===== src/rtl/tsa_pkg.sv =====
package tsa_pkg;

    // line symbol and 16-symbol ordered set with symbol 0 in the top byte
    typedef logic [7:0]   symbol_t;
    typedef logic [127:0] ts_t;

    // substate the analyzer is currently checking for
    typedef enum logic [2:0] {
        none,
        poll_active,
        poll_cfg,
        cfg_lw_start,
        cfg_complete
    } ts_kind_e;

    // ts_info upper nibble
    localparam logic [3:0] ST_POLL = 4'd1;
    localparam logic [3:0] ST_CFG  = 4'd2;

    // polling substate codes in the ts_info lower nibble
    localparam logic [3:0] SUB_POLL_ACTIVE = 4'd0;
    localparam logic [3:0] SUB_POLL_CFG    = 4'd1;

    // configuration substate codes in the ts_info lower nibble
    localparam logic [3:0] SUB_CFG_LW_START = 4'd0;
    localparam logic [3:0] SUB_CFG_COMPLETE = 4'd4;

    localparam symbol_t SYM_COM  = 8'hBC; // comma in symbol 0
    localparam symbol_t SYM_PAD  = 8'hF7; // link / lane pad
    localparam symbol_t SYM_NFTS = 8'hFF; // symbol 3
    localparam symbol_t SYM_ZERO = 8'h00; // symbol 5
    localparam symbol_t TS1_ID   = 8'h4A;
    localparam symbol_t TS2_ID   = 8'h45;

    // number of matching sets needed per substate
    localparam logic [15:0] RX_NUM_POLL     = 16'd8;
    localparam logic [15:0] RX_NUM_LW_START = 16'd2;
    localparam logic [15:0] RX_NUM_CFG_C2I  = 16'd8;

    // pick symbol idx out of an ordered set
    function automatic symbol_t ts_sym(input ts_t ts, input int idx);
        ts_sym = ts[127 - 8*idx -: 8];
    endfunction

    // write one symbol into a set
    function automatic ts_t ts_put(input ts_t ts, input int idx, input symbol_t sym);
        ts_t res;
        res = ts;
        res[127 - 8*idx -: 8] = sym;
        ts_put = res;
    endfunction

endpackage

===== src/rtl/tsa_top.sv =====
`timescale 1ns/1ps

module tsa_top
    import tsa_pkg::*;
#(
    parameter symbol_t    LINK_NUM     = 8'h01,
    parameter logic [5:0] RATE_SUPPORT = 6'h02,
    parameter int         CNT_W        = 16
) (
    input  logic       clk,
    input  logic       rst,
    input  logic [7:0] ts_info,
    input  logic       ts_update,
    output logic       ts_update_ack,
    input  logic [3:0] lane_num,
    input  logic       ts_sent_enough,
    input  logic       remote_ts_valid,
    input  ts_t        remote_ts,
    output logic       tsa_p_a2c,
    output logic       tsa_p2c,
    output logic       tsa_c_ws2wa,
    output logic       tsa_c_c2i
);

    logic        load;
    ts_kind_e    kind;
    ts_t         exp_ts;
    ts_t         exp_mask;
    logic [15:0] target;
    logic        ts_match;

    // handshake and expectation
    ts_expect_gen #(
        .LINK_NUM     (LINK_NUM),
        .RATE_SUPPORT (RATE_SUPPORT)
    ) i_expect (
        .clk           (clk),
        .rst           (rst),
        .ts_info       (ts_info),
        .ts_update     (ts_update),
        .lane_num      (lane_num),
        .ts_update_ack (ts_update_ack),
        .load          (load),
        .kind          (kind),
        .exp_ts        (exp_ts),
        .exp_mask      (exp_mask),
        .target        (target)
    );

    ts_compare #(
        .LINK_NUM (LINK_NUM)
    ) i_compare (
        .clk             (clk),
        .rst             (rst),
        .load            (load),
        .kind            (kind),
        .exp_ts          (exp_ts),
        .exp_mask        (exp_mask),
        .remote_ts_valid (remote_ts_valid),
        .remote_ts       (remote_ts),
        .ts_match        (ts_match)
    );

    ts_match_counter #(
        .CNT_W (CNT_W)
    ) i_counter (
        .clk            (clk),
        .rst            (rst),
        .load           (load),
        .kind           (kind),
        .target         (target),
        .ts_match       (ts_match),
        .ts_sent_enough (ts_sent_enough),
        .tsa_p_a2c      (tsa_p_a2c),
        .tsa_p2c        (tsa_p2c),
        .tsa_c_ws2wa    (tsa_c_ws2wa),
        .tsa_c_c2i      (tsa_c_c2i)
    );

endmodule


===== src/rtl/ts_match_counter.sv =====
`timescale 1ns/1ps

module ts_match_counter
    import tsa_pkg::*;
#(
    parameter int CNT_W = 16
) (
    input  logic        clk,
    input  logic        rst,
    input  logic        load,
    input  ts_kind_e    kind,
    input  logic [15:0] target,
    input  logic        ts_match,
    input  logic        ts_sent_enough,
    output logic        tsa_p_a2c,
    output logic        tsa_p2c,
    output logic        tsa_c_ws2wa,
    output logic        tsa_c_c2i
);

    // compare width covers both the counter and the 16 bit target
    localparam int CMP_W = (CNT_W > 16) ? CNT_W : 16;

    logic [CNT_W-1:0] cnt;
    logic             reached;
    logic             flag_set;
    logic             flag_ok;

    assign reached  = CMP_W'(cnt) >= CMP_W'(target);
    assign flag_set = tsa_p_a2c | tsa_p2c | tsa_c_ws2wa | tsa_c_c2i;

    // linkwidth.start moves on without waiting for our own tx side
    assign flag_ok = reached && (ts_sent_enough || kind == cfg_lw_start);

    always_ff @(posedge clk) begin
        if (rst) begin
            cnt <= '0;
        end else if (load) begin
            cnt <= '0;
        end else if (ts_match && !flag_set && cnt != '1) begin
            cnt <= cnt + 1'b1; // saturates and holds once a flag is up
        end
    end

    // sticky until the next update
    always_ff @(posedge clk) begin
        if (rst || load) begin
            tsa_p_a2c   <= 1'b0;
            tsa_p2c     <= 1'b0;
            tsa_c_ws2wa <= 1'b0;
            tsa_c_c2i   <= 1'b0;
        end else if (!flag_set && flag_ok) begin
            case (kind)
                poll_active:  tsa_p_a2c   <= 1'b1;
                poll_cfg:     tsa_p2c     <= 1'b1;
                cfg_lw_start: tsa_c_ws2wa <= 1'b1;
                cfg_complete: tsa_c_c2i   <= 1'b1;
                default: ; // kind none raises nothing
            endcase
        end
    end

endmodule


===== src/rtl/ts_compare.sv =====
`timescale 1ns/1ps

module ts_compare
    import tsa_pkg::*;
#(
    parameter symbol_t LINK_NUM = 8'h01
) (
    input  logic     clk,
    input  logic     rst,
    input  logic     load,
    input  ts_kind_e kind,
    input  ts_t      exp_ts,
    input  ts_t      exp_mask,
    input  logic     remote_ts_valid,
    input  ts_t      remote_ts,
    output logic     ts_match
);

    ts_t  remote_masked;
    ts_t  exp_masked;
    logic set_eq;
    logic link_ok;
    logic armed;

    assign remote_masked = remote_ts & exp_mask;
    assign exp_masked    = exp_ts & exp_mask;
    assign set_eq        = (remote_masked == exp_masked);

    // linkwidth.start masks symbol 1 out of the set compare
    // and wants our own link number there instead
    assign link_ok = (kind != cfg_lw_start) || (ts_sym(remote_ts, 1) == LINK_NUM);

    // nothing counts before the first update or while loading a new one
    assign armed = (kind != none) && !load;

    always_ff @(posedge clk) begin
        if (rst) begin
            ts_match <= 1'b0;
        end else begin
            ts_match <= remote_ts_valid && armed && set_eq && link_ok;
        end
    end

endmodule


===== src/rtl/ts_expect_gen.sv =====
`timescale 1ns/1ps

module ts_expect_gen
    import tsa_pkg::*;
#(
    parameter symbol_t     LINK_NUM     = 8'h01,
    parameter logic [5:0]  RATE_SUPPORT = 6'h02
) (
    input  logic        clk,
    input  logic        rst,
    input  logic [7:0]  ts_info,   // state [7:4], substate [3:0]
    input  logic        ts_update,
    input  logic [3:0]  lane_num,
    output logic        ts_update_ack,
    output logic        load,
    output ts_kind_e    kind,
    output ts_t         exp_ts,
    output ts_t         exp_mask,
    output logic [15:0] target
);

    logic        accept;
    ts_kind_e    kind_nxt;
    ts_t         exp_nxt;
    ts_t         mask_nxt;
    logic [15:0] target_nxt;
    symbol_t     id_sym;

    // new request only once the previous ack has dropped
    assign accept = ts_update && !ts_update_ack;

    always_comb begin
        kind_nxt = none;
        case (ts_info[7:4])
            ST_POLL: begin
                if (ts_info[3:0] == SUB_POLL_ACTIVE)
                    kind_nxt = poll_active;
                else if (ts_info[3:0] == SUB_POLL_CFG)
                    kind_nxt = poll_cfg;
            end
            ST_CFG: begin
                if (ts_info[3:0] == SUB_CFG_LW_START)
                    kind_nxt = cfg_lw_start;
                else if (ts_info[3:0] == SUB_CFG_COMPLETE)
                    kind_nxt = cfg_complete;
            end
            default: kind_nxt = none;
        endcase
    end

    // expected set, mask and count target for the decoded substate
    always_comb begin
        id_sym = (kind_nxt == poll_active || kind_nxt == cfg_lw_start) ? TS1_ID : TS2_ID;
        exp_nxt  = '0;
        mask_nxt = '1;
        exp_nxt  = ts_put(exp_nxt, 0, SYM_COM);
        exp_nxt  = ts_put(exp_nxt, 1, SYM_PAD);
        exp_nxt  = ts_put(exp_nxt, 2, SYM_PAD);
        exp_nxt  = ts_put(exp_nxt, 3, SYM_NFTS);
        exp_nxt  = ts_put(exp_nxt, 4, {2'b00, RATE_SUPPORT});
        exp_nxt  = ts_put(exp_nxt, 5, SYM_ZERO);
        for (int i = 6; i < 16; i++)
            exp_nxt = ts_put(exp_nxt, i, id_sym);

        case (kind_nxt)
            cfg_lw_start: begin
                exp_nxt  = ts_put(exp_nxt, 1, SYM_ZERO);   // link checked in compare
                mask_nxt = ts_put(mask_nxt, 1, SYM_ZERO);
            end
            cfg_complete: begin
                exp_nxt = ts_put(exp_nxt, 1, LINK_NUM);
                exp_nxt = ts_put(exp_nxt, 2, {4'h0, lane_num});
            end
            default: ;
        endcase

        case (kind_nxt)
            poll_active, poll_cfg: target_nxt = RX_NUM_POLL;
            cfg_lw_start:          target_nxt = RX_NUM_LW_START;
            cfg_complete:          target_nxt = RX_NUM_CFG_C2I;
            default:               target_nxt = '0;
        endcase
    end

    // four-phase responder
    always_ff @(posedge clk) begin
        if (rst) begin
            ts_update_ack <= 1'b0;
            load          <= 1'b0;
            kind          <= none;
            target        <= '0;
        end else begin
            load <= accept; // one cycle pulse
            if (accept) begin
                ts_update_ack <= 1'b1;
                kind          <= kind_nxt;
                target        <= target_nxt;
            end else if (!ts_update) begin
                ts_update_ack <= 1'b0; // request gone
            end
        end
    end

    always_ff @(posedge clk) begin
        if (accept) begin
            exp_ts   <= exp_nxt;
            exp_mask <= mask_nxt;
        end
    end

endmodule


===== config.mk =====
export PLATFORM = sky130hd
export DESIGN_NAME = tsa_top
export DESIGN_NICKNAME = d
export VERILOG_FILES = /design/src/rtl/tsa_pkg.sv /design/src/rtl/tsa_top.sv /design/src/rtl/ts_match_counter.sv /design/src/rtl/ts_compare.sv /design/src/rtl/ts_expect_gen.sv
export SDC_FILE = /design/constraint.sdc
export NUM_CORES = 1
export LEC_CHECK = 0
export ABC_AREA = 1
export BUFFER_PORTS_ARGS = -buffer_cell sky130_fd_sc_hd__buf_2
export CAP_MARGIN = 20
export CORE_MARGIN = 4
export CORE_UTILIZATION = 46
export DETAILED_ROUTE_END_ITERATION = 10
export PLACE_DENSITY = 0.8
export SYNTH_ARGS = -nofsm -noshare
export SYNTH_HDL_FRONTEND = slang
export SYNTH_SLANG_ARGS = --single-unit

===== constraint.sdc =====
create_clock -name clk -period 1.8 [get_ports clk]
set_input_delay 0.36 -clock clk [delete_from_list [all_inputs] [get_ports clk]]
set_output_delay 0.36 -clock clk [all_outputs]
set_load 0.03 [all_outputs]

==> impl_results.md <==
- Final setup skew: 0.00923 ns
- RSZ-0062 raised after global routing: no
- Hold wc startpoint: ts_update
- Min-delay worst type: input pin to flip-flop
- Synth Area in Compound Gates: 6.99%
- Post-route ant nets: 0
- Largest net degree at the start of global routing: 19
- Reg2reg end: i_counter.cnt[0]
- Highest Clock Rate: 630 MHz
- #FFs+latches synth: 38
- Max VDD drop: 0.742 mV
- Routed wire length: 8220 µm
- Synth warn: 0
- Syn Nets: 628
- Dpl hpwl: 7000 µm
- TritonRoute pass-1 iters: 4
- Die ar.: 7590 µm²
- Arr. time, crit path: 1.78 ns
- Initial antenna violation count: 0
- Tightest Pin Transition: 0.502 ns
- Via/cell ratio: 4.76
- Leakage dissipation: 1.94 nW
- Area contributors post-synth: dfxtp_1 (19%), nand2_1 (18%), nor2_1 (15%)
- GRT overflow: 0
- Nets: 784
- Most frequent cells in the layout: buf_2 (149), nand2_1 (139), nor2_1 (112), inv_1 (68)
- RR Startpoint: i_counter.cnt[0]
- Final setup violating endpoints: 0
- PD cells: 551 nW/µm²
- Tcrit/Tclk final: 88.2%
- Vias in the first global route: 3230
- First-pass GRT wire length: 13500 µm
- Cell depth of the worst hold path: 3
- PortBufs: 149
- Synth top area share: 19.5%
- Post-synthesis simple-gate area fraction: 48.1%
- Part of the Yosys area used for sequential elements: 29.9%
- Synth unique cells: 30
- Setup CP Type: flip-flop to flip-flop
- TNS Setup: 0 ns
- Worst reg-to-reg path cell count: 8
- Post_cts resized: 0
- Gate count of the mapped netlist: 480
- Drt wl/cell: 11.5 µm
- First-iteration detailed-routing DRC count: 161
- Post-CTS Hold Fix Bufs: 0
- Root Driver: clkbuf_8
- # Max-Cap Violations: 0
- Die Y: 87.1 µm
- Synth Area per Inst: 6.00 µm²
- Synth-to-layout area growth: 34.0%
- Initial core utilization: 48.1%
- Cell Area, Synth: 2880 µm²
- Core ar.: 5990 µm²
- GP Congestion: 0.950
- CTS tree: built
- Clk_lat worst skew: 0.30 ns
- Worst setup SP type: flip-flop
- Clock transition at path regs: 0.08 ns
- Final core occ: 64.4%
- Post-synthesis xor/xnor area fraction: 3.34%
- Inserted Clock Buffers: 5
- Overall Global Routing Usage: 21.9%
- Max Root-Sink Buffers: 2
- Max FO, Critical Path: 12
- CP required: 1.99 ns
- Post-synthesis mux area share: 0%
- Final Max Slew Viols: 0
- Clock sink count: 38
- IO Count: 150
- DRC Markers: 0
- Relative slew slack: 66.2%
- Row count: 28
- Die Width: 87.1 µm
- Final Critical Period: 1.59 ns
- Sequential cell area: 861 µm²
- Hold Path End: i_expect.ts_update_ack
- Share of layout cells above drive strength 1: 28.3%
- Outcome: complete, no violations
- R2R setup slack: 0.21 ns
- Final Hold Vio Count: 0
- Critical Path End Type: flip-flop
- Largest family of logic cells by synthesized area: simple AND/OR/NAND/NOR gates
- Post-CTS Setup Repair Bufs: 0
- Multi-input logic area: 1720 µm²
- H-tree Lvls: 2
- Commonest non-fill, non-tap cell in the layout: buf_2
- Largest area contributor in the netlist: dfxtp_1
- Ant. Diodes: 0
- Synth Area in Adders: 1.30%
- Vias: 3391
- # fillers: 556
[where the power goes]
group	switching (mW)	leakage [nW]	internal, mW	total (mW)
registers	0.0133	0.316	0.895	0.908
clock network	0.318	0.0683	0.555	0.873
logic	0.169	1.55	0.176	0.345
total	0.500	1.94	1.63	2.13
[per-layer routing]
layer	vias to the layer above	part of all wire [%]	GRT usage, %
li1	1799	-	-
met1	1498	43	26.9
met2	87	49	39.7
met3	7	7.1	4.64
met4	0	0.89	4.04
met5	-	0	0
[area by class of cell]
cell class / count / share of cell area, %
Inverter: 69 / 6.71
Multi-Input combinational cell: 368 / 44.7
Tap cell: 75 / 2.43
Clock buffer: 5 / 1.78
Timing Repair Buffer: 154 / 20.3
Sequential cell: 38 / 22.3
Clock inverter: 3 / 1.78
[worst max path at each step]
stage	slack [ns]	endpoint	start
after CTS	0.07	i_counter.cnt[0]	i_counter.cnt[0]
after global routing	0.04	i_counter.cnt[0]	i_counter.cnt[0]
final	0.21	i_counter.cnt[0]	i_counter.cnt[0]
after global placement	0.15	i_counter.cnt[9]	i_counter.cnt[0]
after detailed placement	0.08	i_counter.cnt[0]	i_counter.cnt[0]
after floorplan	0.17	i_expect.target[3]	i_expect.ts_update_ack
[registers in the layout, summed over array words and instances (netlist names)]
name and flops:
i_counter.cnt 16, i_expect.exp_ts 9, i_expect.kind 3, i_expect.target 2
i_compare.ts_match 1, i_counter.tsa_c_c2i 1, i_counter.tsa_c_ws2wa 1, i_counter.tsa_p2c 1
i_counter.tsa_p_a2c 1, i_expect.exp_mask 1, i_expect.load 1, i_expect.ts_update_ack 1
[per-stage QoR]
stage / power [mW] / setup slack (ns) / area (µm²) / cells / hold WS, ns
after floorplan: 1.07 / 0.173 / 2880 / 480 / 0.432
after global placement: 1.26 / 0.152 / 3720 / 704 / 0.462
after detailed placement: 1.27 / 0.0781 / 3720 / 704 / 0.467
after CTS: 2.14 / 0.0669 / 3860 / 712 / 0.274
after global routing: 2.22 / 0.0382 / 3860 / 712 / 0.310
final: 2.13 / 0.213 / 3860 / 712 / 0.279
[cells by family after synthesis]
family                     count (synthesis)
DFF                                       38
and+or+nand+nor                          320
adders and majority gates                  3
xor gates and xnor gates                  11
AOI/OAI and AO/OA                         34
buffers and inverters                     74
[synth_stat cells]
library cell / count
buf_12: 1
buf_1: 1
nor2_4: 1
o21ai_0: 9
nor4_1: 2
xnor2_1: 1
buf_4: 1
edfxtp_1: 10
ha_1: 3
nand2_4: 1
or2_1: 1
a211oi_1: 1
a21oi_1: 16
nor2_1: 112
dfxtp_1: 28
nor3_4: 1
xor2_1: 10
nand3_1: 28
or2_2: 4
inv_1: 68
nand3_2: 2
clkbuf_1: 2
nand3b_1: 21
clkinv_1: 1
nand2_2: 1
nand2_1: 140
nand4_1: 3
nor3_1: 3
a21boi_0: 1
a21oi_2: 7
[worst max-delay path: stages (launching register included)]
cell	delay [ns]
dfxtp_1	0.39
ha_1	0.24
nand3_2	0.13
nor3_4	0.17
nand2_1	0.09
nand2_1	0.08
nand2_2	0.17
nor2_1	0.15
nor2_1	0.06
(Power assumes the default switching activity.)
